$ cat config.mk
export PLATFORM = sky130hd
export DESIGN_NAME = dcache_lru
export DESIGN_NICKNAME = d
export VERILOG_FILES = /design/src/logic/dcache_pkg.sv /design/src/logic/dcache_lru.sv
export SDC_FILE = /design/constraint.sdc
export NUM_CORES = 1
export LEC_CHECK = 0
export BUFFER_PORTS_ARGS = -buffer_cell sky130_fd_sc_hd__buf_4
export CORE_UTILIZATION = 50
export DETAILED_ROUTE_END_ITERATION = 10
export GPL_TIMING_DRIVEN = 0
export HOLD_SLACK_MARGIN = 0.12
export PLACE_DENSITY = 0.66
export REMOVE_ABC_BUFFERS = 1
export SKIP_CTS_REPAIR_TIMING = 1
export SLEW_MARGIN = 5
export SYNTH_ARGS = -nofsm -noshare
export SYNTH_HDL_FRONTEND = slang
export SYNTH_SLANG_ARGS = --single-unit
$ cat constraint.sdc
create_clock -name clk -period 2.1 [get_ports clk]
set_input_delay 0.21 -clock clk [delete_from_list [all_inputs] [get_ports clk]]
set_output_delay 0.21 -clock clk [all_outputs]
set_load 0.02 [all_outputs]
$ cat src/logic/dcache_pkg.sv
package dcache_pkg;

    // cache geometry
    localparam int OFFSET_W = 4;    // byte offset bits in a line
    localparam int INDEX_W  = 4;
    localparam int TAG_W    = 24;
    localparam int WORDS    = 4;    // words per line
    localparam int NUM_SETS = 16;
    localparam int NUM_WAYS = 2;

    // encoded like the cpu size field with 0 byte, 1 half and 2 word
    typedef enum logic [1:0] {
        SZ_BYTE = 2'd0,
        SZ_HALF = 2'd1,
        SZ_WORD = 2'd2
    } acc_size_e;

    typedef enum logic [1:0] {
        ST_LOOKUP    = 2'd0,
        ST_WRITEBACK = 2'd1,
        ST_REFILL    = 2'd2
    } ctrl_state_e;

    // wdata sits in the byte lanes picked by addr[1:0]
    typedef struct packed {
        logic        wr;
        acc_size_e   size;
        logic [31:0] addr;
        logic [31:0] wdata;
    } cpu_req_t;

    typedef struct packed {
        logic        wen;
        logic [31:0] addr;
        logic [31:0] wdata;
        logic        last;   // fourth word of a write-back
    } mem_req_t;

endpackage

$ cat src/logic/dcache_lru.sv
`timescale 1ns/10ps

module dcache_lru import dcache_pkg::*; (
    input  logic               clk,
    input  logic               rst,
    input  logic [INDEX_W-1:0] index,
    input  logic               hit,
    input  logic               hit_way,
    output logic               victim_way
);

    // one bit per set naming the least recently used way
    logic [NUM_SETS-1:0] lru_bits;

    always_ff @(posedge clk) begin
        if (rst) begin
            lru_bits <= '0;
        end else if (hit) begin
            lru_bits[index] <= ~hit_way;   // the other way is now older
        end
    end

    assign victim_way = lru_bits[index];

endmodule

======== Word level (Yosys, flattened, before mapping) ========
Index checks and enable logic that the tools add are counted.
cells by class
  bitwise operators ....................... 1
  reduce and logical (&&, ||, !) cells .... 1
  order comparisons ....................... 2
  muxes and demuxes ....................... 5
operator list
  kind                number
  $bwmux 16           1
  $lt 4x5->1 const B  1
  $bmux 1 s4          1
  $demux 1 s4         1
  $ge 4x1->1 const B  1
  $mux 1              2
  $logic_and 1x1->1   1
  $not 1->1           1
storage, ports and cells
  register bits after elaboration ......... 16
  word-level logic and storage cells ...... 10
  output and inout port bits .............. 1
  bits of input ports ..................... 8

======== Longest topological paths before layout ========
  depth in word-level cells ............... 5
  gate-level depth with buffers ........... 5
  depth with buffers taken out ............ 3

======== Worst setup path before layout ========
No wires, ideal clock.
  kind .................................... in2out
  start point ............................. input port index[0]
  end point ............................... output port victim_way
  stages .................................. 4
  buffers on the path ..................... 1
  setup slack ............................. 0.717 ns
  required time ........................... 1.890 ns
  arrival time ............................ 1.173 ns
  cell sequence ........................... buf_6 mux4_1 a22oi_1 nand2_1
between the ends
  longest elaborated chain between the ends .. 2
RTL lines
  element                       line              text
  start, declared               dcache_lru.sv:6   input logic [INDEX_W-1:0] index,
  $bmux 1 s4                    dcache_lru.sv:23  assign victim_way = lru_bits[index];
  $mux 1 (implied by the code)  dcache_lru.sv:23
  end, declared                 dcache_lru.sv:9   output logic victim_way
No other way between the ends. The select of a mux whose other input is x is not followed.

======== Worst setup path after layout ========
  start point ............................. register lru_bits[5]
  end point ............................... output port victim_way
between the ends
  longest elaborated chain between the ends .. 2
RTL lines
  element                          line              text
  start, declared                  dcache_lru.sv:13  logic [NUM_SETS-1:0] lru_bits;
  start signal, assigned by index  dcache_lru.sv:19  lru_bits[index] <= ~hit_way;
  $bmux 1 s4                       dcache_lru.sv:23
  $mux 1 (implied by the code)     dcache_lru.sv:23
No other way between the ends. The select of a mux whose other input is x is not followed.

==> impl_metrics.ini <==
[power]
p_per_area_nw_per_um2 = 641.9
p_leak_nw = 0.2914
irDropWorstVdd_mv = 0.4011

[die]
io_pins = 9
num_rows = 14
core_area_um2 = 1489
die_area_um2 = 1750
die_x_um = 41.83
die_height_um = 41.83
initial_utilization_pct = 53.28

[layout]
final-seq-area_um2 = 320.3
finalNetCount = 84
fin_cells = 90
drive_gt1_share_pct = 20.27
largestRegisters = lru_bits: 16 flops
largest_register = lru_bits
largest_register_ffs = 16
nFillCells = 131
multiInputGateArea_um2 = 407.9
area_growth_pct = 4.732
diodes = 0

[drt]
ant_nets = 0
highest_layer = met4
dr_wl_met3_um = 111
met2_length_um = 639
route.detailed.drc = 0
wl_met1_um = 698
viasPerCell = 6.622
first_iter_violations = 27
num_vias = 596
wl_per_cell_um = 16.30
firstDrtPassIters = 4
routed_wl_mm = 1.467

[synth]
synth_enable_flop_cells = 0
ys_ff_latch = 16
synthTopCellsByCount = a21oi_1 (16), a311oi_1 (16), dfxtp_1 (16)
synthArstFlopShare_pct = 0
yosysWarnings = 0
synthCells = 75
ys_top_cells_by_area = dfxtp_1 (40%), a311oi_1 (18%), mux4_1 (13%)
ys_types = 17
synth_top_area_share_pct = 40.38
synth_flop_cell = dfxtp_1
synth_top_area_cell = dfxtp_1
seq_area_frac_synth_pct = 40.38
syn-mean-instance-area_um2 = 10.58
synth_area_um2 = 793.3

[worst_setup_path]
worstSetupEndpointType = output port
cpPeakStageDelay_ps = 490
path_delay_family = multiplexers
crit_required_ps = 1890
crit_buf_inv = 1
slowest_stage = mux4_1
arrival_ps = 1510
cp_cell_sequence = mux4_1 > a22oi_1 > nand2_1 > buf_4
critPathKind = flop to output port
path_max_fanout = 2
startpoint_type = flop

[clock_network]
cts_sinks = 16
insertion_delay_ps = 280
htreeDepth = 1
clk_pin_slew_ps = 80
numCtsBuffers = 3
cts_root_buf = clkbuf_4
clock_path_buffers = 2
cts_tree = yes

[sta]
slew_headroom_pct = 61.16
hold_viol = 0
worst_pin_slew_ps = 581.3
rsz0062_at_grt = no
setup_tns_ps = 0
timing.final.crit_share_pct = 81.96
holdWs_ps = 222.3
finalSetupViolations = 0
period_needed_ps = 1721
fmax_ghz = 0.5810
skew_ps = 0
slew_viol_final = 0

[status]
status = complete, no violations

[grt]
grt_pass1_wl_mm = 2.442
grt_antenna_before_repair = 0
grt_pass1_vias = 509
grt_max_degree = 17
overflow = 0
grtUsageTotal_pct = 19.01

[hold_path]
hold_class = input port to flop

[place]
gp_congestion = 0.7299
hpwl_um = 991.5
io_buffers = 8
placedCellCount = 87

[run]
maxCapViolCount = 0
## layer usage
layer / vias up / global-route usage [%]
met2: 22 / 25.31
met3: 2 / 7.826
met5: - / 0
li1: 304 / -
met4: 0 / 9.677
met1: 268 / 26.18
## stage by stage
| step | cell area (um^2) | setup slack [ps] | power, mW | utilization (%) |
|---|---|---|---|---|
| 4_1_cts | 830.8 | 379.3 | 0.5378 | 55.80 |
| 5_1_grt | 830.8 | 254.4 | 0.5656 | 55.80 |
| 3_3_place_gp | 808.3 | 576.7 | 0.3833 | 54.29 |
| 2_1_floorplan | 728.2 | 799.0 | 0.3520 | - |
| 3_5_place_dp | 808.3 | 575.7 | 0.3840 | 54.29 |
| 6_report | 830.8 | 378.8 | 0.5333 | 55.80 |
## layout make-up
| type | count | share of cell area (%) |
|---|---|---|
| multi-input cells | 47 | 49.10 |
| flip-flops and latches | 16 | 38.55 |
| repair buffers | 8 | 7.229 |
| clock buffers | 3 | 2.711 |
| well taps | 16 | 2.410 |
## placed cells by master, fill, tap and decap left out
cell      Yosys  layout
a21oi_1      16      16
a22oi_1       2       2
a311oi_1     16      16
and2_1        1       1
and3_2        1       1
and3b_1       1       1
and3b_2       1       1
buf_4         0       8
clkbuf_4      0       3
dfxtp_1      16      16
mux4_1        4       4
nand2_1       1       1
nor2_2        1       1
nor2b_1       2       2
nor3b_2       1       1
## power breakdown
| group | switching (mW) | leakage, nW | internal (mW) |
|---|---|---|---|
| logic | 0.0383 | 0.148 | 0.0265 |
| registers | 0.00329 | 0.129 | 0.310 |
| clock network | 0.0888 | 0.0138 | 0.0666 |
## cell families (layout without fill, tap and decap cells)
logic type,Yosys count,in the layout,synth area share [%]
compound gates,34,34,29.65
buf+inv,12,11,8.202
flops,16,16,40.38
mux,4,4,13.25
simple gates,9,9,8.518
## path summary, 6_finish.rpt
check | start | endpoint | slack [ps] | depth (start not counted)
max reg2reg | lru_bits[4]$_SDFFE_PP0P_ | lru_bits[4]$_SDFFE_PP0P_ | 1340 | 2
min reg2reg | lru_bits[1]$_SDFFE_PP0P_ | lru_bits[1]$_SDFFE_PP0P_ | 520 | 2
max | lru_bits[5]$_SDFFE_PP0P_ | victim_way | 380 | 4
min | rst | lru_bits[1]$_SDFFE_PP0P_ | 220 | 2
(Power assumes the default switching activity.)
