==> config.mk <==
export PLATFORM = sky130hd
export DESIGN_NAME = dcache_ctrl
export DESIGN_NICKNAME = d
export VERILOG_FILES = /design/src/logic/dcache_pkg.sv /design/src/logic/dcache_ctrl.sv
export SDC_FILE = /design/constraint.sdc
export NUM_CORES = 1
export LEC_CHECK = 0
export ABC_AREA = 1
export BUFFER_PORTS_ARGS = -buffer_cell sky130_fd_sc_hd__buf_2
export CORE_AREA = 2 2 39 41
export DETAILED_ROUTE_END_ITERATION = 8
export DIE_AREA = 0 0 41 43
export PLACE_DENSITY = 0.49
export REMOVE_ABC_BUFFERS = 1
export SLEW_MARGIN = 0
export SYNTH_ARGS = -nofsm -noshare
export SYNTH_HDL_FRONTEND = slang
export SYNTH_SLANG_ARGS = --single-unit
==> constraint.sdc <==
create_clock -name clk -period 1.25 [get_ports clk]
set_input_delay 0.0625 -clock clk [delete_from_list [all_inputs] [get_ports clk]]
set_output_delay 0.0625 -clock clk [all_outputs]
set_load 0.01 [all_outputs]
==> src/logic/dcache_pkg.sv <==
package dcache_pkg;

    // cache geometry
    localparam int OFFSET_W = 4;    // byte offset bits in a line
    localparam int INDEX_W  = 4;
    localparam int TAG_W    = 24;
    localparam int WORDS    = 4;    // words per line
    localparam int NUM_SETS = 16;
    localparam int NUM_WAYS = 2;

    // encoded like the cpu size field with 0 byte, 1 half and 2 word
    typedef enum logic [1:0] {
        SZ_BYTE = 2'd0,
        SZ_HALF = 2'd1,
        SZ_WORD = 2'd2
    } acc_size_e;

    typedef enum logic [1:0] {
        ST_LOOKUP    = 2'd0,
        ST_WRITEBACK = 2'd1,
        ST_REFILL    = 2'd2
    } ctrl_state_e;

    // wdata sits in the byte lanes picked by addr[1:0]
    typedef struct packed {
        logic        wr;
        acc_size_e   size;
        logic [31:0] addr;
        logic [31:0] wdata;
    } cpu_req_t;

    typedef struct packed {
        logic        wen;
        logic [31:0] addr;
        logic [31:0] wdata;
        logic        last;   // fourth word of a write-back
    } mem_req_t;

endpackage

==> src/logic/dcache_ctrl.sv <==
`timescale 1ns/10ps

module dcache_ctrl import dcache_pkg::*; (
    input  logic        clk,
    input  logic        rst,
    input  logic        cpu_req,
    input  logic        hit,
    input  logic        victim_dirty,
    input  logic        mem_addr_ok,
    input  logic        mem_data_ok,
    output ctrl_state_e state,
    output logic [1:0]  word_cnt,
    output logic        mem_req,
    output logic        mem_wen,
    output logic        wlast,
    output logic        refill_we,
    output logic        tag_we
);

    logic last_beat;

    assign last_beat = mem_data_ok && (word_cnt == 2'(WORDS - 1));

    assign mem_wen   = (state == ST_WRITEBACK);
    assign wlast     = mem_wen && (word_cnt == 2'(WORDS - 1));
    assign refill_we = (state == ST_REFILL) && mem_data_ok;   // one word per read response

    always_ff @(posedge clk) begin
        if (rst) begin
            state    <= ST_LOOKUP;
            word_cnt <= '0;
            mem_req  <= 1'b0;
            tag_we   <= 1'b0;
        end else begin
            tag_we <= 1'b0;

            // request drops once the memory has taken it
            if (mem_req && mem_addr_ok) begin
                mem_req <= 1'b0;
            end

            if (mem_data_ok) begin
                word_cnt <= word_cnt + 2'd1;   // wraps to 0 after the fourth word
            end

            case (state)
                ST_LOOKUP: begin
                    if (cpu_req && !hit) begin
                        state   <= victim_dirty ? ST_WRITEBACK : ST_REFILL;
                        mem_req <= 1'b1;
                    end
                end

                ST_WRITEBACK: begin
                    if (mem_data_ok) begin
                        mem_req <= 1'b1;   // next write, or first refill read
                        if (last_beat) begin
                            state <= ST_REFILL;
                        end
                    end
                end

                ST_REFILL: begin
                    if (tag_we) begin
                        state <= ST_LOOKUP;   // held request hits next cycle
                    end else if (mem_data_ok) begin
                        if (last_beat) begin
                            tag_we <= 1'b1;
                        end else begin
                            mem_req <= 1'b1;
                        end
                    end
                end

                default: state <= ST_LOOKUP;
            endcase
        end
    end

endmodule

# Word-level counts from Yosys, hierarchy flattened
# Cells that the tools add are included.
# classes
n_bitwise	2
n_eq_ne	7
add_sub_neg	1
muxes	14
n_reduce_logical	9
# ops
op	n
2-bit two-way mux	5
1-bit two-way mux	7
2-bit != test (second input constant)	3
2-bit case mux with 3 select lines	1
1-bit logical AND	5
2-bit equality test (second input constant)	2
4-bit AND reduction	1
4-bit OR reduction	1
1-bit case mux with 3 select lines	1
2-bit by 1-bit adder with 2-bit output (second input constant)	1
2-bit by 1-bit equality test with 1-bit output (second input constant)	1
2-bit logical NOT	1
2-bit by 1-bit != test with 1-bit output (second input constant)	1
1-bit NOT	2
1-bit logical NOT	1
# totals
register_bits	6
wordCells	37

# Longest topological paths before layout
# depth
ltp_word	6
mapped_depth	7

# Worst setup path before layout
# OpenSTA, ideal clock, no wires.
# synth_timing
path_kind	reg2reg
startpoint	reg word_cnt[0]
endpoint	reg state[0]
setup_ns	0.117
arrival_time_ns	0.919
path_buffers	0
setup_slack_ns	0.215
stages_incl_launch_ff	7
cell_sequence	dfxtp_1 -> ha_1 -> nand2_1 -> nand2_1 -> nand2_1 -> nor3_1 -> nor2_1
# synth_between
elab_chain_cells	4
# synth_lines
item	line_no	text
start, declared	dcache_ctrl.sv:12	output logic [1:0] word_cnt,
start signal, assigned	dcache_ctrl.sv:43	word_cnt <= word_cnt + 2'd1;
2-bit equality test	dcache_ctrl.sv:22	assign last_beat = mem_data_ok && (word_cnt == 2'(WORDS - 1));
1-bit logical AND	dcache_ctrl.sv:22	
2-bit by 1-bit != test with 1-bit output (no source line)	n/a	
4-bit AND reduction (no source line)	n/a	
end signal, assigned	dcache_ctrl.sv:49	state <= victim_dirty ? ST_WRITEBACK : ST_REFILL;
end, declared	dcache_ctrl.sv:11	output ctrl_state_e state,
# No other way between the ends.
# A chain may end at the register's enable or synchronous reset.

# Worst setup path after layout
# layout_timing
startpoint	reg word_cnt[0]
endpoint	out wlast
# layout_between
elab_chain_cells	2
# layout_lines
item	line_no	text
2-bit equality test	dcache_ctrl.sv:25	assign wlast = mem_wen && (word_cnt == 2'(WORDS - 1));
1-bit logical AND	dcache_ctrl.sv:25	
end, declared	dcache_ctrl.sv:15	output logic wlast,
# No other way between the ends.

==> results.ini <==
[drt]
wl_per_cell_um = 7.59
wl_um = 660
vias = 353
drc = 0
first_iter_violations = 3
ant_nets = 0
firstDrtPassIters = 4
via_per_inst = 4.06

[place]
place.gp.congestion = 0.707
placedCellCount = 84
hpwl_um = 546
place_area_um2 = 428
portBuffers = 15

[worst_setup_path]
worstPathArrival_ns = 1.05
end_kind = output port
startpoint_type = register
crit_type = reg2out
cp_max_fo = 3
worstPathRequired_ns = 1.19

[grt]
antenna_found_initial = 0
overflow = 0
grt_max_degree = 7
grt_pass1_wl_um = 945
grt_usage_pct = 9.15
grt_pass1_vias = 259

[synth]
ys_ff_latch = 6
synth-seq-area-share_pct = 36.1
netlist_area_um2 = 333
syn_inst = 53
syn_area_per_cell_um2 = 6.28
ys_warn_count = 0
synth_cell_types = 14

[timing]
fin_tns_setup_ns = 0
period_needed_ns = 1.11
setup_violations = 0
slew-limit-headroom_pct = 86.7
fmax_mhz = 902
worst_slew_pin_slew_ns = 0.199
rsz0062_at_grt = false
hold_violations = 0
fin_skew_ns = 0.00315
fin_crit_sh_pct = 88.7
drv_slew = 0

[cts]
clkTransAtPathRegs_ns = 0.04
clockRootBuffer = clkbuf_4
h-tree-depth = 1
holdBufCountCts = 0
clock_sinks = 6
numCtsBuffers = 3
clk_latency_ns = 0.24
cts_setup_buffers = 0
post_cts_resized = 0
clk_path_buf_depth = 2
tritoncts = built

[floorplan]
die_area_um2 = 1760
start_util_pct = 24.1
dieWidth_um = 41
top_level_ports = 16
core_um2 = 1380
rows = 14
die_h_um = 43

[pwr]
cellPowerDensity_nw_per_um2 = 1520
power_w = 0.000683
p_leak_nw = 0.262
vdd_drop_max_v = 0.000464

[flow_run]
max_cap_violations = 0

[final_layout]
stdcell_count = 87
drive_gt1_share_pct = 31.0
nNetsFinal = 81
areaGrowthSynthToFinish_pct = 35.3
diodes = 0
finalInstanceArea_um2 = 450
final_util_pct = 32.5

[status]
status = completed

[worst_hold_path]
hold_class = in2reg

[metrics by stage]
| step | hold WS (ns) | setup slack, ns |
|---|---|---|
| floorplan | 0.132 | 0.215 |
| global placement | 0.281 | 0.205 |
| detailed placement | 0.284 | 0.214 |
| CTS | 0.0187 | 0.121 |
| global route | 0.0270 | 0.0534 |
| finish | 0.0319 | 0.141 |
[final cells by class]
type / instances / area [µm²]
fillers: 160 / 933
multi-input cells: 35 / 168
flip-flops and latches: 6 / 120
repair buffers: 15 / 75.1
inverters: 12 / 45.0
clock buffers: 3 / 22.5
well taps: 16 / 20.0
[where the power goes]
part / leakage [nW] / switching [W] / total [W] / internal (W)
clock network: 0.0138 / 0.0000666 / 0.000175 / 0.000108
logic: 0.199 / 0.000149 / 0.000253 / 0.000104
registers: 0.0494 / 0.0000316 / 0.000255 / 0.000223
[routing by layer]
| metal | up-vias | GRT usage (%) | routed length (µm) |
|---|---|---|---|
| li1 | 193 | - | - |
| met4 | 0 | 12.0 | 14 |
| met5 | - | 0 | 0 |
| met2 | 10 | 10.3 | 296 |
| met1 | 148 | 9.06 | 313 |
| met3 | 2 | 6.28 | 35 |
[synth_stat cells]
cell | instances | area share [%]
dfxtp_1 | 6 | 36
ha_1 | 1 | 3.8
inv_1 | 11 | 12
inv_2 | 1 | 1.1
nand2_1 | 11 | 12
nand3_1 | 2 | 3.0
nand4_1 | 1 | 1.9
nor2_1 | 13 | 15
nor2_2 | 2 | 3.8
nor3_1 | 1 | 1.5
nor3_2 | 1 | 3.0
o21ai_0 | 1 | 1.5
o21bai_1 | 1 | 2.3
xnor2_1 | 1 | 2.6
[cells in the final DEF, fill, tap and decap left out]
cell / n
buf_2: 15
nor2_2: 2
inv_1: 11
nand3_1: 2
o21bai_1: 1
xnor2_1: 1
nor3_2: 1
nor3_1: 1
nor2_1: 13
dfxtp_1: 6
nand2_1: 11
nand4_1: 1
ha_1: 1
clkbuf_4: 3
inv_2: 1
o21ai_0: 1
[registers in the layout (all words and copies together), names as in the netlist]
name / flops
state: 2
mem_req: 1
tag_we: 1
word_cnt: 2
[critical path, stage by stage (launching register included)]
cell	delay (ns)
dfxtp_1	0.35
ha_1	0.18
inv_1	0.06
nor2_1	0.09
buf_2	0.13
[path summary, 6_finish.rpt]
kind | slack, ns | startpoint | end | cells after the start
hold reg to reg | 0.54 | word_cnt[0] | word_cnt[0] | 2
hold / removal | 0.03 | rst | tag_we | 2
setup reg to reg | 0.22 | word_cnt[0] | state[0] | 6
setup / recovery | 0.14 | word_cnt[0] | wlast | 4
[logic make-up after synthesis]
group,Yosys count,share of synthesized area [%]
compound gates,2,3.76
xor+xnor,1,2.63
fa+ha+maj,1,3.76
buf+inv,12,13.5
flops,6,36.1
simple gates,31,40.2
Power figures use the tool's default switching activity.
