File: src/logic/dcache_pkg.sv
package dcache_pkg;

    // cache geometry
    localparam int OFFSET_W = 4;    // byte offset bits in a line
    localparam int INDEX_W  = 4;
    localparam int TAG_W    = 24;
    localparam int WORDS    = 4;    // words per line
    localparam int NUM_SETS = 16;
    localparam int NUM_WAYS = 2;

    // encoded like the cpu size field with 0 byte, 1 half and 2 word
    typedef enum logic [1:0] {
        SZ_BYTE = 2'd0,
        SZ_HALF = 2'd1,
        SZ_WORD = 2'd2
    } acc_size_e;

    typedef enum logic [1:0] {
        ST_LOOKUP    = 2'd0,
        ST_WRITEBACK = 2'd1,
        ST_REFILL    = 2'd2
    } ctrl_state_e;

    // wdata sits in the byte lanes picked by addr[1:0]
    typedef struct packed {
        logic        wr;
        acc_size_e   size;
        logic [31:0] addr;
        logic [31:0] wdata;
    } cpu_req_t;

    typedef struct packed {
        logic        wen;
        logic [31:0] addr;
        logic [31:0] wdata;
        logic        last;   // fourth word of a write-back
    } mem_req_t;

endpackage

File: src/logic/dcache_data_ram.sv
`timescale 1ns/10ps

module dcache_data_ram import dcache_pkg::*; (
    input  logic               clk,
    input  logic [INDEX_W-1:0] index,
    input  logic [1:0]         word,
    input  logic [1:0]         byte_sel,
    input  acc_size_e          size,
    input  logic               we,      // cpu store
    input  logic               fill,    // refill word from memory
    input  logic [31:0]        wdata,
    output logic [WORDS*32-1:0] line
);

    logic [WORDS*32-1:0] line_mem [NUM_SETS];
    logic [3:0]          strb;
    logic [31:0]         cur_word;
    logic [31:0]         new_word;

    assign line     = line_mem[index];
    assign cur_word = line[word*32 +: 32];

    always_comb begin
        case (size)
            SZ_BYTE: strb = 4'b0001 << byte_sel;
            SZ_HALF: strb = byte_sel[1] ? 4'b1100 : 4'b0011;
            default: strb = 4'b1111;
        endcase
        if (fill) begin
            strb = 4'b1111;   // refill replaces the whole word
        end
    end

    always_comb begin
        for (int b = 0; b < 4; b++) begin
            new_word[b*8 +: 8] = strb[b] ? wdata[b*8 +: 8] : cur_word[b*8 +: 8];
        end
    end

    always_ff @(posedge clk) begin
        if (we || fill) begin
            line_mem[index][word*32 +: 32] <= new_word;
        end
    end

endmodule

File: config.mk
export PLATFORM = sky130hd
export DESIGN_NAME = dcache_data_ram
export DESIGN_NICKNAME = d
export VERILOG_FILES = /design/src/logic/dcache_pkg.sv /design/src/logic/dcache_data_ram.sv
export SDC_FILE = /design/constraint.sdc
export NUM_CORES = 2
export LEC_CHECK = 0
export BUFFER_PORTS_ARGS = -buffer_cell sky130_fd_sc_hd__buf_4
export CORE_MARGIN = 1
export CORE_UTILIZATION = 27
export DETAILED_ROUTE_END_ITERATION = 10
export PLACE_DENSITY = 0.42
export SETUP_SLACK_MARGIN = 0.1
export SLEW_MARGIN = 0
export SYNTH_ARGS = -nofsm -noshare
export SYNTH_HDL_FRONTEND = slang
export SYNTH_SLANG_ARGS = --single-unit
File: constraint.sdc
create_clock -name clk -period 10.7 [get_ports clk]
set_clock_uncertainty 0.15 [all_clocks]
set_input_delay 2.14 -clock clk [delete_from_list [all_inputs] [get_ports clk]]
set_output_delay 2.14 -clock clk [all_outputs]
set_load 0.05 [all_outputs]
# Word-level counts from Yosys, hierarchy flattened
# Memories as Yosys holds them, arrays and structs flattened.
# Index checks and enable logic that the tools add are counted.
# totals
ff_bits	0
mem_bits_rw	2048
input_bits	45
output_inout_bits	128
word_cells	18
memories	1
# op_classes
n_addsub	1
n_eq_ne	1
shifts	4
mux	9
n_reduce_logical	2
# mem_list
name	depth	word_bits	rd	rd_ports_with_merged_regs	wr	line	source
line_mem	16	128	1	0	1	dcache_data_ram.sv:15	logic [WORDS*32-1:0] line_mem [NUM_SETS];
# op_table
operator	n
$mux 128	1
$shift 32x34->128 const A	1
$shiftx 128x8->32	1
$shiftx 32x34->128	1
$neg 7->34	1
$mux 8	4
$mux 4	2
$pmux 4 s2	1
$shl 1x2->4 const A	1
$eq 2x1->1 const B	1
$logic_not 2->1	1
$logic_or 1x1->1	1
$mux 1	1

# Longest topological paths before layout
# logic_depth
ltp_word	5
ltp_mapped	12

# Least setup slack after synthesis
# OpenSTA, ideal clock, no wires.
# synth_path
kind	input-to-output
start	input index[1]
end	output line[41]
t_arrival_ns	4.607
required_ns	8.410
setup_slack_ns	3.803
cell_stages	7
n_path_buf	4
path_cell_list	buf_4 inv_2 buf_2 buf_1 clkbuf_1 mux2i_1 o21ai_0
# synth_via
elab_chain_cells	1
# synth_lines
element	line	source
from (decl)	dcache_data_ram.sv:5	input logic [INDEX_W-1:0] index,
$mem_v2 16x128	n/a	
to (decl)	dcache_data_ram.sv:12	output logic [WORDS*32-1:0] line
# No other way between the ends.

# Final worst setup path
# layout_path
start	input index[1]
end	output line[10]
# The elaborated chain is that of the path after synthesis.

==> flow_summary.toml <==
[synth]
synthesis.instances = 4326
yosys_warnings = 0
postSynth.asyncResetShare = 0
dominantRegCellSynth = "sky130_fd_sc_hd__edfxtp_1"
post_synth_main_area_contributors = "sky130_fd_sc_hd__edfxtp_1 (74%), sky130_fd_sc_hd__mux4_2 (13%), sky130_fd_sc_hd__mux2i_1 (1.8%)"
yosysUniqueCellTypes = 70
post_synth.cell_area_avg_um2 = 19.2
synth_edf_count = 2048
synth.cell_area_mm2 = 0.0832
synth.yosys.seq_area_share = 0.740
ys_ff_latch = 2048
synth.net_count = 4375
synth.largest_area_cell = "sky130_fd_sc_hd__edfxtp_1"
synth.top_cell.area_share = 0.740

[worst_setup_path]
critical_path.cell_chain = "buf_8, buf_4, nor2b_1, a22oi_1, a31oi_1, nor2_1, buf_4"
cp-start-kind = "primary input"
critical-path-slowest-cell = "sky130_fd_sc_hd__nor2b_1"
critical_path_arrival_ns = 5.51
critical_path_class = "primary input to primary output"
worstPathRequired_ns = 8.41
path_common_cell = "sky130_fd_sc_hd__buf_4"
setup.worst_path.end_class = "primary output"
critical_path_maximum_fanout = 62
crit_buf_inv = 3
crit_family = "buffers and inverters"
critical_path.max_stage_delay_ns = 0.85

[floorplanning]
core_area_mm2 = 0.306
die_h_um = 557
initial_utilization = 0.272
io_pins = 173
num_rows = 203
dieArea_mm2 = 0.310
die_w_um = 557

[route]
drt-pass1-iter-count = 5
detail_route.iter0.violations = 5291
met2_wirelength_mm = 143
drt_drc = 0
drt-total-wl_mm = 305
via_per_inst = 5.17
detailroute.wirelength.met3_mm = 19.7
wl_per_cell_um = 34.0
ant_nets = 0
routed.top_layer = "met4"
routed-via-count = 46300
wl_met1_mm = 135

[cts]
cts-root-buf = "sky130_fd_sc_hd__clkbuf_16"
clock_tree.buffer_depth = 4
postCtsSetupRepairBufs = 0
cts.htree.levels = 4
worst_setup_hold_path_clk_slew_ns = 0.06
worstSkewPairLatency_ns = 0.91
cts.sinks = 2048
post_cts_resize_count = 0
holdBufCountCts = 0
tritoncts = "done"
cts-buffers-inserted = 232

[global_route]
grt_remaining_overflow = 0
grt_max_degree = 103
groute.usage.overall = 0.194
grt_antenna_before_repair = 13
first_pass_grt_wire_length_mm = 412
grt_pass1_vias = 46100

[power]
power_uw = 17800
vdd_ir_drop_max_mv = 0.119
pwr_density_cell_mw_per_mm2 = 181
leakagePower_uw = 0.0309

[sta]
fin_setup_tns_ns = 0
timing.max_slew.rel_slack = 0.116
fin_worst_hold_slack_ns = 1.16
finalHoldViolCount = 0
min_period_over_period = 0.729
slew_violations = 0
final_worst_path_period_need_ns = 7.80
setup-violations-final = 0
worst_slew_pin_slew_ns = 1.32
grt_setup_unrepaired = "false"
timing.fmax_ghz = 0.128

[finish]
fillCellCount = 29500
multi_input_area_mm2 = 0.0213
regArea_mm2 = 0.0615
regMostFlops = "line_mem"
largestRegisters = "line_mem: 2048 flops"
max_ffs_per_register = 2048
drive_gt1_frac = 0.294
final_cell_count_no_fill = 8971
syn_to_final_growth_pct = 18.0
layout.nets = 4740

[placement]
routabilityCongestion = 0.794
post-dp-hpwl_mm = 174
placed_cells = 8555
port_buffers = 172

[run]
drv.max_cap_violation_count = 0

[worst_hold_path]
hp-class = "register to register"

[outcome]
run_status = "complete, no violations"
==> power breakdown <==
part / switching [uW] / internal [uW] / total, uW
sequential: 8.97 / 8870 / 8880
clock: 3210 / 4270 / 7480
combinational: 1000 / 423 / 1420
==> through the flow <==
step | util | area [um^2] | setup WS [ns]
after floorplan | - | 83200 | 3.80
after global placement | 0.298 | 91100 | 2.93
after detailed placement | 0.298 | 91100 | 2.95
after CTS | 0.320 | 98000 | 2.95
after global routing | 0.321 | 98100 | 2.93
final | 0.321 | 98100 | 2.90
==> cells in the final DEF (no fill, tap or decap), drive strengths merged, types with 4 or more instances in the layout <==
master and n:
nor2b 12, o21ai 92, o211ai 11, mux4 497, nor4b 25, and3 36, nand3 27, edfxtp 2048
nand3b 6, a31oi 47, clkbuf 289, a41o 6, clkinv 104, a22oi 110, o2111ai 5, mux2i 149
nand4 5, ha 4, or3 77, diode 4, or2 4, bufinv 12, a211o 4, nor2 273
nand2b 8, buf 400, a211oi 7, o22a 6, o22ai 5, mux2 22, a21o 22, a31o 10
nor4 65, a21oi 98, a221oi 7, inv 10, nand2 291, nor3 31, and2 4
==> cell usage after synthesis (5+ instances only) <==
master	count
sky130_fd_sc_hd__nand2b_1	8
sky130_fd_sc_hd__o211ai_1	8
sky130_fd_sc_hd__a31o_2	10
sky130_fd_sc_hd__nor3_1	31
sky130_fd_sc_hd__o22a_1	6
sky130_fd_sc_hd__nand3b_1	6
sky130_fd_sc_hd__nand2_1	291
sky130_fd_sc_hd__mux4_2	495
sky130_fd_sc_hd__mux2_2	22
sky130_fd_sc_hd__clkbuf_1	108
sky130_fd_sc_hd__nand3_1	27
sky130_fd_sc_hd__buf_6	32
sky130_fd_sc_hd__and3_1	36
sky130_fd_sc_hd__a21oi_1	96
sky130_fd_sc_hd__buf_4	29
sky130_fd_sc_hd__o22ai_1	5
sky130_fd_sc_hd__buf_2	52
sky130_fd_sc_hd__or3_1	77
sky130_fd_sc_hd__edfxtp_1	2048
sky130_fd_sc_hd__nor2b_1	12
sky130_fd_sc_hd__o21ai_1	6
sky130_fd_sc_hd__a31oi_1	47
sky130_fd_sc_hd__nand4_1	5
sky130_fd_sc_hd__nor4_1	65
sky130_fd_sc_hd__mux2i_1	149
sky130_fd_sc_hd__a21o_1	22
sky130_fd_sc_hd__nor4b_1	25
sky130_fd_sc_hd__a211oi_1	6
sky130_fd_sc_hd__a22oi_1	110
sky130_fd_sc_hd__o21ai_0	86
sky130_fd_sc_hd__buf_1	41
sky130_fd_sc_hd__nor2_1	273
sky130_fd_sc_hd__buf_8	6
sky130_fd_sc_hd__a41o_1	6
==> worst min-delay path: stages, from the launching register on <==
cell,delay (ns)
sky130_fd_sc_hd__edfxtp_1,0.32
sky130_fd_sc_hd__mux4_2,0.25
sky130_fd_sc_hd__a211oi_2,0.18
sky130_fd_sc_hd__nor3_1,0.21
sky130_fd_sc_hd__buf_4,0.24
==> routing by layer <==
layer / vias to the layer above / track usage
li1: 18600 / -
met1: 25700 / 0.275
met2: 1689 / 0.310
met3: 348 / 0.0320
met4: 0 / 0.0469
met5: - / 0
==> final cells by class <==
type,count,area share
diodes,4,0.000102
repair buffers,401,0.0324
flip-flops and latches,2048,0.627
inverters,7,0.000497
well taps,4100,0.0523
clock inverters,122,0.00877
multi-input cells,2001,0.217
clock buffers,288,0.0620
==> worst paths after layout <==
kind / startpoint / to / slack, ns / depth (start not counted)
setup reg to reg: line_mem[3][94] / line_mem[3][126] / 6.71 / 5
hold / removal: line_mem[6][67] / line_mem[4][3] / 1.16 / 4
hold reg to reg: line_mem[6][67] / line_mem[4][3] / 1.16 / 4
setup / recovery: index[1] / line[10] / 2.90 / 7
==> logic make-up after synthesis <==
logic type	share of synthesized area
buffers and inverters	0.0187
AOI/OAI and AO/OA	0.0366
DFF	0.740
muxes	0.156
and+or+nand+nor	0.0490
adders and majority gates	0.000602
Note: power is estimated with default switching activity, not from simulation.
