`src/logic/dcache_pkg.sv`:
```
package dcache_pkg;

    // cache geometry
    localparam int OFFSET_W = 4;    // byte offset bits in a line
    localparam int INDEX_W  = 4;
    localparam int TAG_W    = 24;
    localparam int WORDS    = 4;    // words per line
    localparam int NUM_SETS = 16;
    localparam int NUM_WAYS = 2;

    // encoded like the cpu size field with 0 byte, 1 half and 2 word
    typedef enum logic [1:0] {
        SZ_BYTE = 2'd0,
        SZ_HALF = 2'd1,
        SZ_WORD = 2'd2
    } acc_size_e;

    typedef enum logic [1:0] {
        ST_LOOKUP    = 2'd0,
        ST_WRITEBACK = 2'd1,
        ST_REFILL    = 2'd2
    } ctrl_state_e;

    // wdata sits in the byte lanes picked by addr[1:0]
    typedef struct packed {
        logic        wr;
        acc_size_e   size;
        logic [31:0] addr;
        logic [31:0] wdata;
    } cpu_req_t;

    typedef struct packed {
        logic        wen;
        logic [31:0] addr;
        logic [31:0] wdata;
        logic        last;   // fourth word of a write-back
    } mem_req_t;

endpackage

```
`src/logic/dcache_tag_ram.sv`:
```
`timescale 1ns/10ps

module dcache_tag_ram import dcache_pkg::*; (
    input  logic               clk,
    input  logic               rst,
    input  logic [INDEX_W-1:0] index,
    input  logic               we,
    input  logic [TAG_W-1:0]   wtag,
    input  logic               wvalid,
    input  logic               wdirty,
    output logic [TAG_W-1:0]   tag,
    output logic               valid,
    output logic               dirty
);

    logic [TAG_W-1:0]    tag_mem [NUM_SETS];
    logic [NUM_SETS-1:0] valid_mem;
    logic [NUM_SETS-1:0] dirty_mem;

    always_ff @(posedge clk) begin
        if (rst) begin
            valid_mem <= '0;
        end else if (we) begin
            valid_mem[index] <= wvalid;
        end
    end

    always_ff @(posedge clk) begin
        if (we) begin
            tag_mem[index]   <= wtag;
            dirty_mem[index] <= wdirty;
        end
    end

    assign tag   = tag_mem[index];
    assign valid = valid_mem[index];
    assign dirty = dirty_mem[index];   // meaningless unless valid

endmodule

```
`config.mk`:
```
export PLATFORM = sky130hd
export DESIGN_NAME = dcache_tag_ram
export DESIGN_NICKNAME = d
export VERILOG_FILES = /design/src/logic/dcache_pkg.sv /design/src/logic/dcache_tag_ram.sv
export SDC_FILE = /design/constraint.sdc
export NUM_CORES = 1
export LEC_CHECK = 0
export BUFFER_PORTS_ARGS = -buffer_cell sky130_fd_sc_hd__buf_2
export CAP_MARGIN = 20
export CORE_MARGIN = 5
export CORE_UTILIZATION = 45
export DETAILED_ROUTE_END_ITERATION = 6
export SLEW_MARGIN = 20
export SYNTH_ARGS = -nofsm -noshare
export SYNTH_HDL_FRONTEND = slang
export SYNTH_SLANG_ARGS = --single-unit
```
`constraint.sdc`:
```
create_clock -name clk -period 7.9 [get_ports clk]
set_input_delay 0.395 -clock clk [delete_from_list [all_inputs] [get_ports clk]]
set_output_delay 0.395 -clock clk [all_outputs]
set_load 0.05 [all_outputs]
```
======== Word-level counts from Yosys, hierarchy flattened ========
Memory sizes are Yosys's and may differ from the RTL's.
Index checks and enable logic that the tools add are counted.
cells by class
  order comparisons ....................... 2
  muxes and demuxes ....................... 10
  reduce and logical (&&, ||, !) cells .... 1
operator list
  cell                                                                count
  bitwise mux 16 bit                                                  2
  binary-select mux 1 bit (select 4 bit)                              2
  less-than comparator 4 x 5 -> 1 bit (second input constant)         1
  2-to-1 mux 1 bit                                                    5
  demux 1 bit (select 4 bit)                                          1
  greater-or-equal comparator 4 x 1 -> 1 bit (second input constant)  1
  logical AND 1 bit                                                   1
storage, ports and cells
  register bits ........................... 32
  memory bits (writable) .................. 384
  input bits .............................. 33
  word-level logic and storage cells ...... 16
  memories kept ........................... 1
memory list
  name     depth  width  read ports  clocked after memory_dff  write ports  RTL line              text
  tag_mem  16     24     1           0                         1            dcache_tag_ram.sv:16  logic [TAG_W-1:0] tag_mem [NUM_SETS];

======== Longest topological paths before layout ========
Gate-level depths: netlist (run 1).
  depth in word-level cells ............... 5
  depth in mapped cells ................... 6
  gate-level depth less buffers ........... 3

======== Worst setup path before layout (run 1) ========
OpenSTA, ideal clock, no wires.
  path type ............................... input to register
  start ................................... input port index[1]
  end ..................................... register dirty_mem[12] (enable)
  library setup time ...................... 0.438 ns
  arrival ................................. 2.665 ns
  required time ........................... 7.462 ns
  slack ................................... 4.797 ns
  stages .................................. 4
  cell sequence ........................... buf_2 > buf_2 > buf_2 > nor3_1
RTL lines
  element                          RTL line              text
  from (decl)                      dcache_tag_ram.sv:6   input logic [INDEX_W-1:0] index,
  to (signal, indexed assignment)  dcache_tag_ram.sv:31  dirty_mem[index] <= wdirty;
  to (decl)                        dcache_tag_ram.sv:18  logic [NUM_SETS-1:0] dirty_mem;

======== Final worst setup path (run 1) ========
  start ................................... input port index[1]
  end ..................................... output port tag[1]
between the ends
  cells in the longest elaborated chain, start to end .. 1
RTL lines
  element                    RTL line              text
  memory read (16 x 24 bit)  --
  to (decl)                  dcache_tag_ram.sv:11  output logic [TAG_W-1:0] tag,
Every way passes these cells.

==> summary.md, run 1 <==
The hold violation count in the final report is 0, and the achievable clock frequency is 298 MHz. The via count of the first global-routing pass came out at 7,918. The logs give 6 for the detailed-routing iteration count for the pre-antenna-repair pass and 43 for the number of buffers inserted during clock tree synthesis. The tools report the final max-slew violation count as 0.

Excluding fillers, the count of instances in the completed layout stands at 1,291. TritonCTS built the clock tree. Summed over all failing endpoints, the final setup total negative slack is 0 ns. The internal portion of the total power is 3.67 mW. The per-instance average area after synthesis was 22.0 µm². The area growth from synthesis to layout is 14.5%. The global routing's busiest layer is met2.

The detail-routed net length per standard cell came out at 26.4 µm. The total net switching power was 0.972 mW; the met1 global-route usage was 25.4%. In this design, the stage delay of the slowest critical-path cell is 0.76 ns. Clock-pin slew was measured on the worst setup and hold paths at 0.06 ns.

In the layout the commonest cells are sky130_fd_sc_hd__edfxtp_1 (400), sky130_fd_sc_hd__mux4_2 (104), sky130_fd_sc_hd__buf_2 (56). The cell count after synthesis came out at 724. Setup violations remaining at the end of the flow were counted as 0. The tools report the clock tree buffer depth as 3. Counting both buffers and inverters, the worst setup path holds a total of 3.

The tools report the initial DRC count as 661. Leaving out fill and tap cells, the most frequent cell in the layout is sky130_fd_sc_hd__edfxtp_1. The wire length of the first global-routing pass is 51,000 µm, and the post-synthesis instance area is 15,900 µm². Walking the worst path, the cells encountered are buf_4, buf_4, mux4_2, a22oi_1, nand2_1, buf_2.

Number of setup buffers added after CTS: 0. The worst reg-to-reg path cell count was 2. For the pin with the worst max-slew slack, the measured transition is 1.12 ns. The start point of the worst min-delay path is wtag[19]. The clock root buffer was sky130_fd_sc_hd__clkbuf_16. Entering global routing, the biggest net connects 65 pins. The total power per unit cell area was 254 nW/µm²; the y dimension of the die was 198 µm. After detailed routing, the number of vias per cell comes to 5.85.

The final clock period utilization by the worst path works out to 42.5%. The area of all sequential standard cells came out at 12,300 µm². Once placement completed, the tool counted placed cells totaling 1,217. After layout, the worst setup slack is 4.54 ns. For the global placement routability congestion, the log shows 0.713. Kind of cell adding the most delay to the critical path: buffers and inverters.

The detailed-route wire length was 34,100 µm; the area of the multi-input gates was 3500 µm². The synthesized netlist net count came out at 757. Global routing used 3.11% of the available met3 tracks.

STA classifies the critical path endpoint as an output pin. The worst-path cell with the longest stage delay was sky130_fd_sc_hd__buf_4. The run gives 0 as the number of antenna violations at the first check in global routing. STA classifies the critical path startpoint as a primary input.

During I/O placement, the number of pins put on the boundary was 59. After legalization and detailed placement, the total HPWL measured 18,400 µm. For the overall overflow remaining after global route, the log shows 0.

Class of the tightest hold or removal check: primary input to flop. The total design power came out at 4.64 mW. For this run, the post-layout net count is 835. Counting stages on the worst path, the most repeated cell is sky130_fd_sc_hd__buf_4. Setup repair after global routing left no endpoint under its margin. For the area of the core, the log shows 35,200 µm². The run gives 0 as the number of max-cap violations. Once detail routing completed, the nets flagged for antenna violations numbered 0. For this run, design rule violations remaining after detail routing come to 0. The fraction of layout cells with a size suffix above 1 came out at 33.0%. The critical path is of the primary input to output pin type. The run finished with clean final reports.

The worst hold path stage count is 1. The logs give 25.2% for the headroom to the max-slew limit and 53.2% for the sequential share of power. The clock network burns 40.4% of the power. Once layout is complete, the utilization of the core stands at 51.8%.

The floorplan step set the die width to 198 µm. The number of placement rows is 69, and the worst supply voltage drop on vdd is 206 µV. Data on the critical path arrives at its endpoint at 2.97 ns. Worst-path maximum fanout: 64. For this block, the via count after detailed routing is 7,549. The critical path crosses 6 cells after its start point.

Across every metal layer, demand over resource in global routing totals 17.5%. The count of input and output buffers was 58. Setup slack on the worst reg-to-reg path comes out at 7.19 ns.

The startpoint identified for the worst register-to-register timing path is valid_mem[15]. Fill cells in the final layout number 2,778. The share of the Yosys chip area taken by registers is 77.4%. In this run the critical register-to-register path is captured at valid_mem[15]. For the effective utilization at floorplan, the log shows 45.2%. The run gives 5.74 nW as the leakage power figure.

The shortest period the worst path allows came out at 3.36 ns. Post-CTS repair changed the size of 0 cells. The run gives 7.51 ns as the required time reported for the critical path endpoint. The tools report the clock latency at the later pin of the worst-skew pair as 0.53 ns.

Timing analysis after detailed placement gives a worst setup slack of 4.40 ns. Counting every sink on the clock net gives 416. Global routing consumed, on the met2 layer, 28.3% of the routing resources. The die covers 39,300 µm². On the final layout, the worst clock skew is 0 ns. The number of buffers added to fix hold violations after cts was 0; the count of different cell masters after synthesis was 31. The H-tree was split into 2 levels. The terminating pin of the worst hold path is tag_mem[9][19]. The run gives 6.3% as the combinational group share of total power. Counting flops and latches in the post-synthesis netlist gives 416.

The number of diodes came out at 0. Net switching is 20.9% of the power. The count of synthesis-stage warnings from yosys was 0.
[power groups by stage]
stage                     Combinational, mW  Sequential, mW  Clock [mW]
after global routing                  0.314            2.47        2.01
after global placement                0.288            2.51           0
after CTS                             0.298            2.47        1.92
after floorplan                       0.197            2.51           0
final                                 0.293            2.47        1.88
after detailed placement              0.297            2.52           0
[cell usage after synthesis]
cell type | number | area (µm²)
sky130_fd_sc_hd__a22oi_1 | 32 | 240
sky130_fd_sc_hd__and3b_1 | 2 | 17.5
sky130_fd_sc_hd__clkbuf_2 | 1 | 5.00
sky130_fd_sc_hd__or3b_2 | 1 | 8.76
sky130_fd_sc_hd__and3_1 | 1 | 6.26
sky130_fd_sc_hd__nand3b_1 | 2 | 15.0
sky130_fd_sc_hd__or4_1 | 1 | 7.51
sky130_fd_sc_hd__nand3_1 | 15 | 75.1
sky130_fd_sc_hd__a21oi_1 | 16 | 80.1
sky130_fd_sc_hd__mux4_2 | 104 | 2340
sky130_fd_sc_hd__inv_1 | 1 | 3.75
sky130_fd_sc_hd__or3_1 | 2 | 12.5
sky130_fd_sc_hd__nor3b_1 | 1 | 7.51
sky130_fd_sc_hd__clkbuf_1 | 13 | 48.8
sky130_fd_sc_hd__or2_2 | 1 | 6.26
sky130_fd_sc_hd__o21ai_0 | 15 | 75.1
sky130_fd_sc_hd__nor2b_1 | 2 | 12.5
sky130_fd_sc_hd__nor2_1 | 16 | 60.1
sky130_fd_sc_hd__buf_4 | 5 | 37.5
sky130_fd_sc_hd__dfxtp_1 | 16 | 320
sky130_fd_sc_hd__buf_12 | 1 | 20.0
sky130_fd_sc_hd__buf_6 | 3 | 33.8
sky130_fd_sc_hd__nor3_1 | 1 | 5.00
sky130_fd_sc_hd__and2_1 | 1 | 6.26
sky130_fd_sc_hd__nand2_1 | 27 | 101
sky130_fd_sc_hd__nand2b_1 | 4 | 25.0
sky130_fd_sc_hd__edfxtp_1 | 400 | 12000
sky130_fd_sc_hd__o31ai_1 | 1 | 7.51
sky130_fd_sc_hd__buf_1 | 5 | 18.8
sky130_fd_sc_hd__a22oi_2 | 20 | 250
sky130_fd_sc_hd__buf_2 | 14 | 70.1
[registers in the layout, indices dropped and copies added, names as in the netlist]
signal and flops:
valid_mem 16, tag_mem 384, dirty_mem 16
[worst register-to-register path, cell delays in order (launching register included)]
cell and delay (ns):
sky130_fd_sc_hd__dfxtp_1 0.34, sky130_fd_sc_hd__o21ai_0 0.10, sky130_fd_sc_hd__a21oi_1 0.19
[metal layers]
layer  share of wire [%]  wire, µm
met3                 5.7      1960
met1                  44     14900
met4                 1.5       516
met2                  49     16800
met5                   0         0
[final cells by class]
cell class              instances  share of cell area, %
inverters                       1                 0.0206
well taps                     461                   3.16
multi-input cells             265                   19.2
clock buffers                  60                   6.54
repair buffers                 75                   2.89
clock inverters                13                  0.590
flip-flops and latches        416                   67.6
[stage by stage]
stage / area, µm² / hold WS, ns
floorplan: 15900 / 0.445
global placement: 16800 / 0.454
detailed placement: 16900 / 0.470
CTS: 18200 / 0.214
global route: 18200 / 0.222
finish: 18200 / 0.243
[kinds of logic (layout without fill, tap and decap cells)]
logic type / count (synthesis) / in the layout / synth area share (%)
AOI/OAI and AO/OA: 84 / 84 / 4.10
muxes: 104 / 104 / 14.7
DFF: 416 / 416 / 77.4
buffers and inverters: 43 / 149 / 1.49
and+or+nand+nor: 77 / 77 / 2.30
[how the worst max path moves through the flow]
stage | endpoint | from
after floorplan | dirty_mem[12] | index[1]
after global placement | tag[22] | index[0]
after detailed placement | tag_mem[11][11] | index[0]
after CTS | tag[22] | index[0]
after global routing | tag[22] | index[0]
final | tag[1] | index[1]
No activity file was read; power rests on OpenSTA's default activity.
==> inputs of run 2 (changes only) <==
--- a/config.mk
+++ b/config.mk
@@ -5,6 +5,7 @@
 export SDC_FILE = /design/constraint.sdc
 export NUM_CORES = 1
 export LEC_CHECK = 0
+export ABC_AREA = 1
 export BUFFER_PORTS_ARGS = -buffer_cell sky130_fd_sc_hd__buf_2
 export CAP_MARGIN = 20
 export CORE_MARGIN = 5
==> constraint.sdc (replaced) <==
create_clock -name clk -period 2.85 [get_ports clk]
set_input_delay 0.1425 -clock clk [delete_from_list [all_inputs] [get_ports clk]]
set_output_delay 0.1425 -clock clk [all_outputs]
set_load 0.05 [all_outputs]
==> summary.md, run 2 <==
For the number of antenna violations at the first check in global routing, the log shows 1. Cells fill 52.3% of the core in the end. STA puts the critical path data arrival time at 2.01 ns. The initial DRC count is 1,010. The flow ran to the end, and the final reports show no timing, DRC or antenna violations.

TritonCTS built the clock tree. Yosys mapped the design onto 18 distinct sky130hd cell types. Measured in cells, the most critical reg-to-reg path has a length of 2. Summing the areas of all xor and xnor instances in the mapped netlist gives 0% of the synthesized area. The floorplan step defined a die boundary enclosing 42,900 µm².

The share of total power consumed by net switching came out at 23.1%. Worst hold path stage count: 1. Dominant cell type by area after synthesis: sky130_fd_sc_hd__edfxtp_1. The register with the most flip-flops in the final layout is tag_mem.

The mapped netlist covers 17,500 µm². The number of levels in the clock H-tree came out at 2. For the hold violation count in the final report, the log shows 0. The clock sink total was 416; the number of diodes was 0. The tightest min-delay check is of the primary input to flop type. The top-level port count was 59; the clock latency at the later pin of the worst-skew pair was 0.54 ns. The layout-stage area growth over the synthesis result is 15.3%, and the worst clock skew is 0 ns. The fraction of synthesis flops using an asynchronous set or reset pin was 0%; the top-area cell type share of the netlist area was 68.7%. The worst setup path category is primary input to output pin. The post-synthesis adder-cell area fraction was 0%. Part of the power in the clock network: 40.1%. After layout, the worst path uses 75.7% of the clock period. Most common cell after layout, fill and taps aside: sky130_fd_sc_hd__nand2_1.

For the pin with the worst max-slew slack, the measured transition is 0.813 ns. The tools report the clock root buffer as sky130_fd_sc_hd__clkbuf_16. The per-instance average area after synthesis was 10.0 µm². Entering global routing, the biggest net connects 151 pins. For the final routed database, the setup TNS stands at 0 ns.

For this run, the top clock speed supported by timing is 464 MHz. Cell with the most instances after synthesis: sky130_fd_sc_hd__nand2_1. The via density per instance was 5.01; the number of synthesized register bits was 416. Registers are responsible for 52.0% of the overall power.

The area of the multi-input gates is 4640 µm². Clock-pin slew was measured on the worst setup and hold paths at 0.06 ns. After synthesis, the largest family of logic cells by area is simple AND/OR/NAND/NOR gates. STA classifies the critical path endpoint as an output pin.

The logs give 0 for the count of synthesis-stage warnings from yosys and 24,300 µm for the detailed-placement wirelength estimate. In the layout the commonest cells are sky130_fd_sc_hd__nand2_1 (1,139), sky130_fd_sc_hd__edfxtp_1 (400), sky130_fd_sc_hd__inv_1 (58). The detail-routed net length per standard cell is 18.7 µm, and the detailed-route wire length is 44,600 µm.

In the final layout, the registers with the most flip-flops are tag_mem (384), dirty_mem (16), valid_mem (16). The internal power of the cells totals 10.1 mW. The run gives 1,782 as the synthesized netlist net count. The count of input and output buffers works out to 58.

Summed over all cells, the static leakage comes to 8.52 nW. Sequential cells were found to cover 70.5% of the synthesized design area. Counting flops with a built-in enable in the synthesized netlist gives 400. The longest clock path from root to sink contains 3 buffers. Once detail routing completed, the nets flagged for antenna violations numbered 0. Measured against its own limit, the worst slew margin works out to 45.8%. The worst supply voltage drop on vdd is 392 µV. The share of the synthesized area in compound gates (AO/OA/AOI/OAI) works out to 0.859%. The type of element launching the critical path was a primary input. Across all layers, the routed design uses 12,000 vias. Setup violations remaining at the end of the flow were counted as 0. Fill cells in the final layout number 3,502.

For the global placement routability congestion, the log shows 0.799. The via count of the first global-routing pass was 11,800; the combinational group share of total power was 7.8%. The run gives 0 as the post-detailed-route DRC marker count. The first global-routing pass estimated 68,700 µm of wire.

For the area of the core, the log shows 38,600 µm². Setup repair after global routing left no endpoint under its margin. After the last flow step, the layout net total stands at 1,874. Measured against the total synthesized area, the mux share comes to 0%. Of the cells placed in the final design, the portion with a size suffix greater than 1 is 9.41%. The number of flip-flops under the largest register name is 384, and the overall overflow remaining after global route is 0.

Summing all flip-flop and latch instances after layout gives 12,300 µm². The share of synthesized cell area in and, or, nand and nor gates came out at 25.0%. Ranked by total cell area, the synthesized netlist is headed by sky130_fd_sc_hd__edfxtp_1 (69%), sky130_fd_sc_hd__nand2_1 (24%), sky130_fd_sc_hd__dfxtp_1 (1.8%), sky130_fd_sc_hd__buf_2 (1.7%), sky130_fd_sc_hd__inv_1 (1.3%). The initial utilization of the core area, before any placement, comes to 45.3%.

In this run the most critical hold path is launched from wtag[0]. In this run the worst path has a maximum fanout of 150. The run gives 7 as the detailed-routing iteration count for the pre-antenna-repair pass. Max-cap violations in this run came to 0. After technology mapping, the gate count stands at 1,749.

In the synthesized netlist the dominant register cell turns out to be sky130_fd_sc_hd__edfxtp_1. The shortest period the worst path allows came out at 2.16 ns. The critical path starts at index[0]. Counting the buffers created by CTS gives 44. The final max-slew violation count is 0.

The startpoint of the worst register-to-register path was valid_mem[3]. The commonest cells after synthesis are sky130_fd_sc_hd__nand2_1 (1,139), sky130_fd_sc_hd__edfxtp_1 (400), sky130_fd_sc_hd__inv_1 (59). Total power per unit cell area: 653 nW/µm². The total net switching power came out at 3.04 mW. For the number of placement rows, the log shows 72. The die is 207 µm wide.

Global routing used 20.5% of the available tracks. The required time reported for the critical path endpoint is 2.71 ns. The y dimension of the die was 207 µm.
-- run 2: cell count changes after synthesis, moves of 3 or more --
cell,change
sky130_fd_sc_hd__nand2_1,+1112
sky130_fd_sc_hd__nand3_1,-12
sky130_fd_sc_hd__buf_2,+44
sky130_fd_sc_hd__mux4_2,-104
sky130_fd_sc_hd__buf_6,-3
sky130_fd_sc_hd__nand2b_1,-4
sky130_fd_sc_hd__a22oi_1,-32
sky130_fd_sc_hd__a22oi_2,-20
sky130_fd_sc_hd__inv_1,+58
-- run 2: logic make-up after synthesis --
kind of cell / Yosys count
flip-flops: 416
AO/OA/AOI/OAI: 30
AND/OR/NAND/NOR: 1160
buffers and inverters: 143
-- run 2: final timing paths --
check	end	slack [ns]
min reg2reg	valid_mem[12]	0.48
min	tag_mem[8][0]	0.03
max reg2reg	valid_mem[3]	2.20
max	tag[23]	0.69
-- run 2: layout make-up --
class	count	area share [%]
Timing Repair Buffer	127	4.91
Multi-Input combinational cell	1190	23.0
Tap cell	518	3.22
Inverter	62	1.19
Sequential cell	416	61.2
Clock inverter	13	0.484
Clock buffer	62	6.01
-- run 2: stage by stage --
stage	hold WS [ns]	instances	power, mW	instance area, µm²	setup WS [ns]
after CTS	0.00415	2388	13.3	20200	0.651
final	0.0256	2388	13.2	20200	0.694
after global routing	0.0105	2388	13.7	20200	0.578
after floorplan	0.241	1749	7.61	17500	0.671
after detailed placement	0.466	2289	7.99	18600	0.661
after global placement	0.458	2289	7.98	18600	0.716
-- run 2: worst max-delay path: stages --
cell	delay, ns
sky130_fd_sc_hd__buf_6	0.17
sky130_fd_sc_hd__buf_12	0.50
sky130_fd_sc_hd__nand2_1	0.10
sky130_fd_sc_hd__nand2_1	0.17
sky130_fd_sc_hd__nand2_1	0.07
sky130_fd_sc_hd__nand2_1	0.07
sky130_fd_sc_hd__nand2_1	0.05
sky130_fd_sc_hd__nand2_1	0.08
sky130_fd_sc_hd__inv_1	0.04
sky130_fd_sc_hd__nand2_1	0.12
sky130_fd_sc_hd__buf_2	0.29
-- run 2: layer usage --
layer / wire length (µm) / part of all wire (%) / vias to the layer above / global-route usage, %
li1: - / - / 5784 / -
met1: 20400 / 46 / 5732 / 29.6
met2: 20800 / 47 / 377 / 32.9
met3: 2520 / 5.7 / 66 / 2.92
met4: 856 / 1.9 / 2 / 5.24
met5: 13 / 0.029 / - / 0
-- run 2: power by group through the flow --
stage	sequential (mW)	clock, mW	combinational (mW)
finish	6.85	5.28	1.03
global route	6.85	5.66	1.14
CTS	6.85	5.38	1.04
detailed placement	6.98	0	1.01
global placement	6.97	0	1.01
floorplan	6.98	0	0.636
-- run 2: what timing repair did --
item | in CTS | in global routing
hold endpoints to repair | 381 | 0
resized for setup | 0 | 0
hold buffers | 24 | 0
buffers inserted | 0 | 0
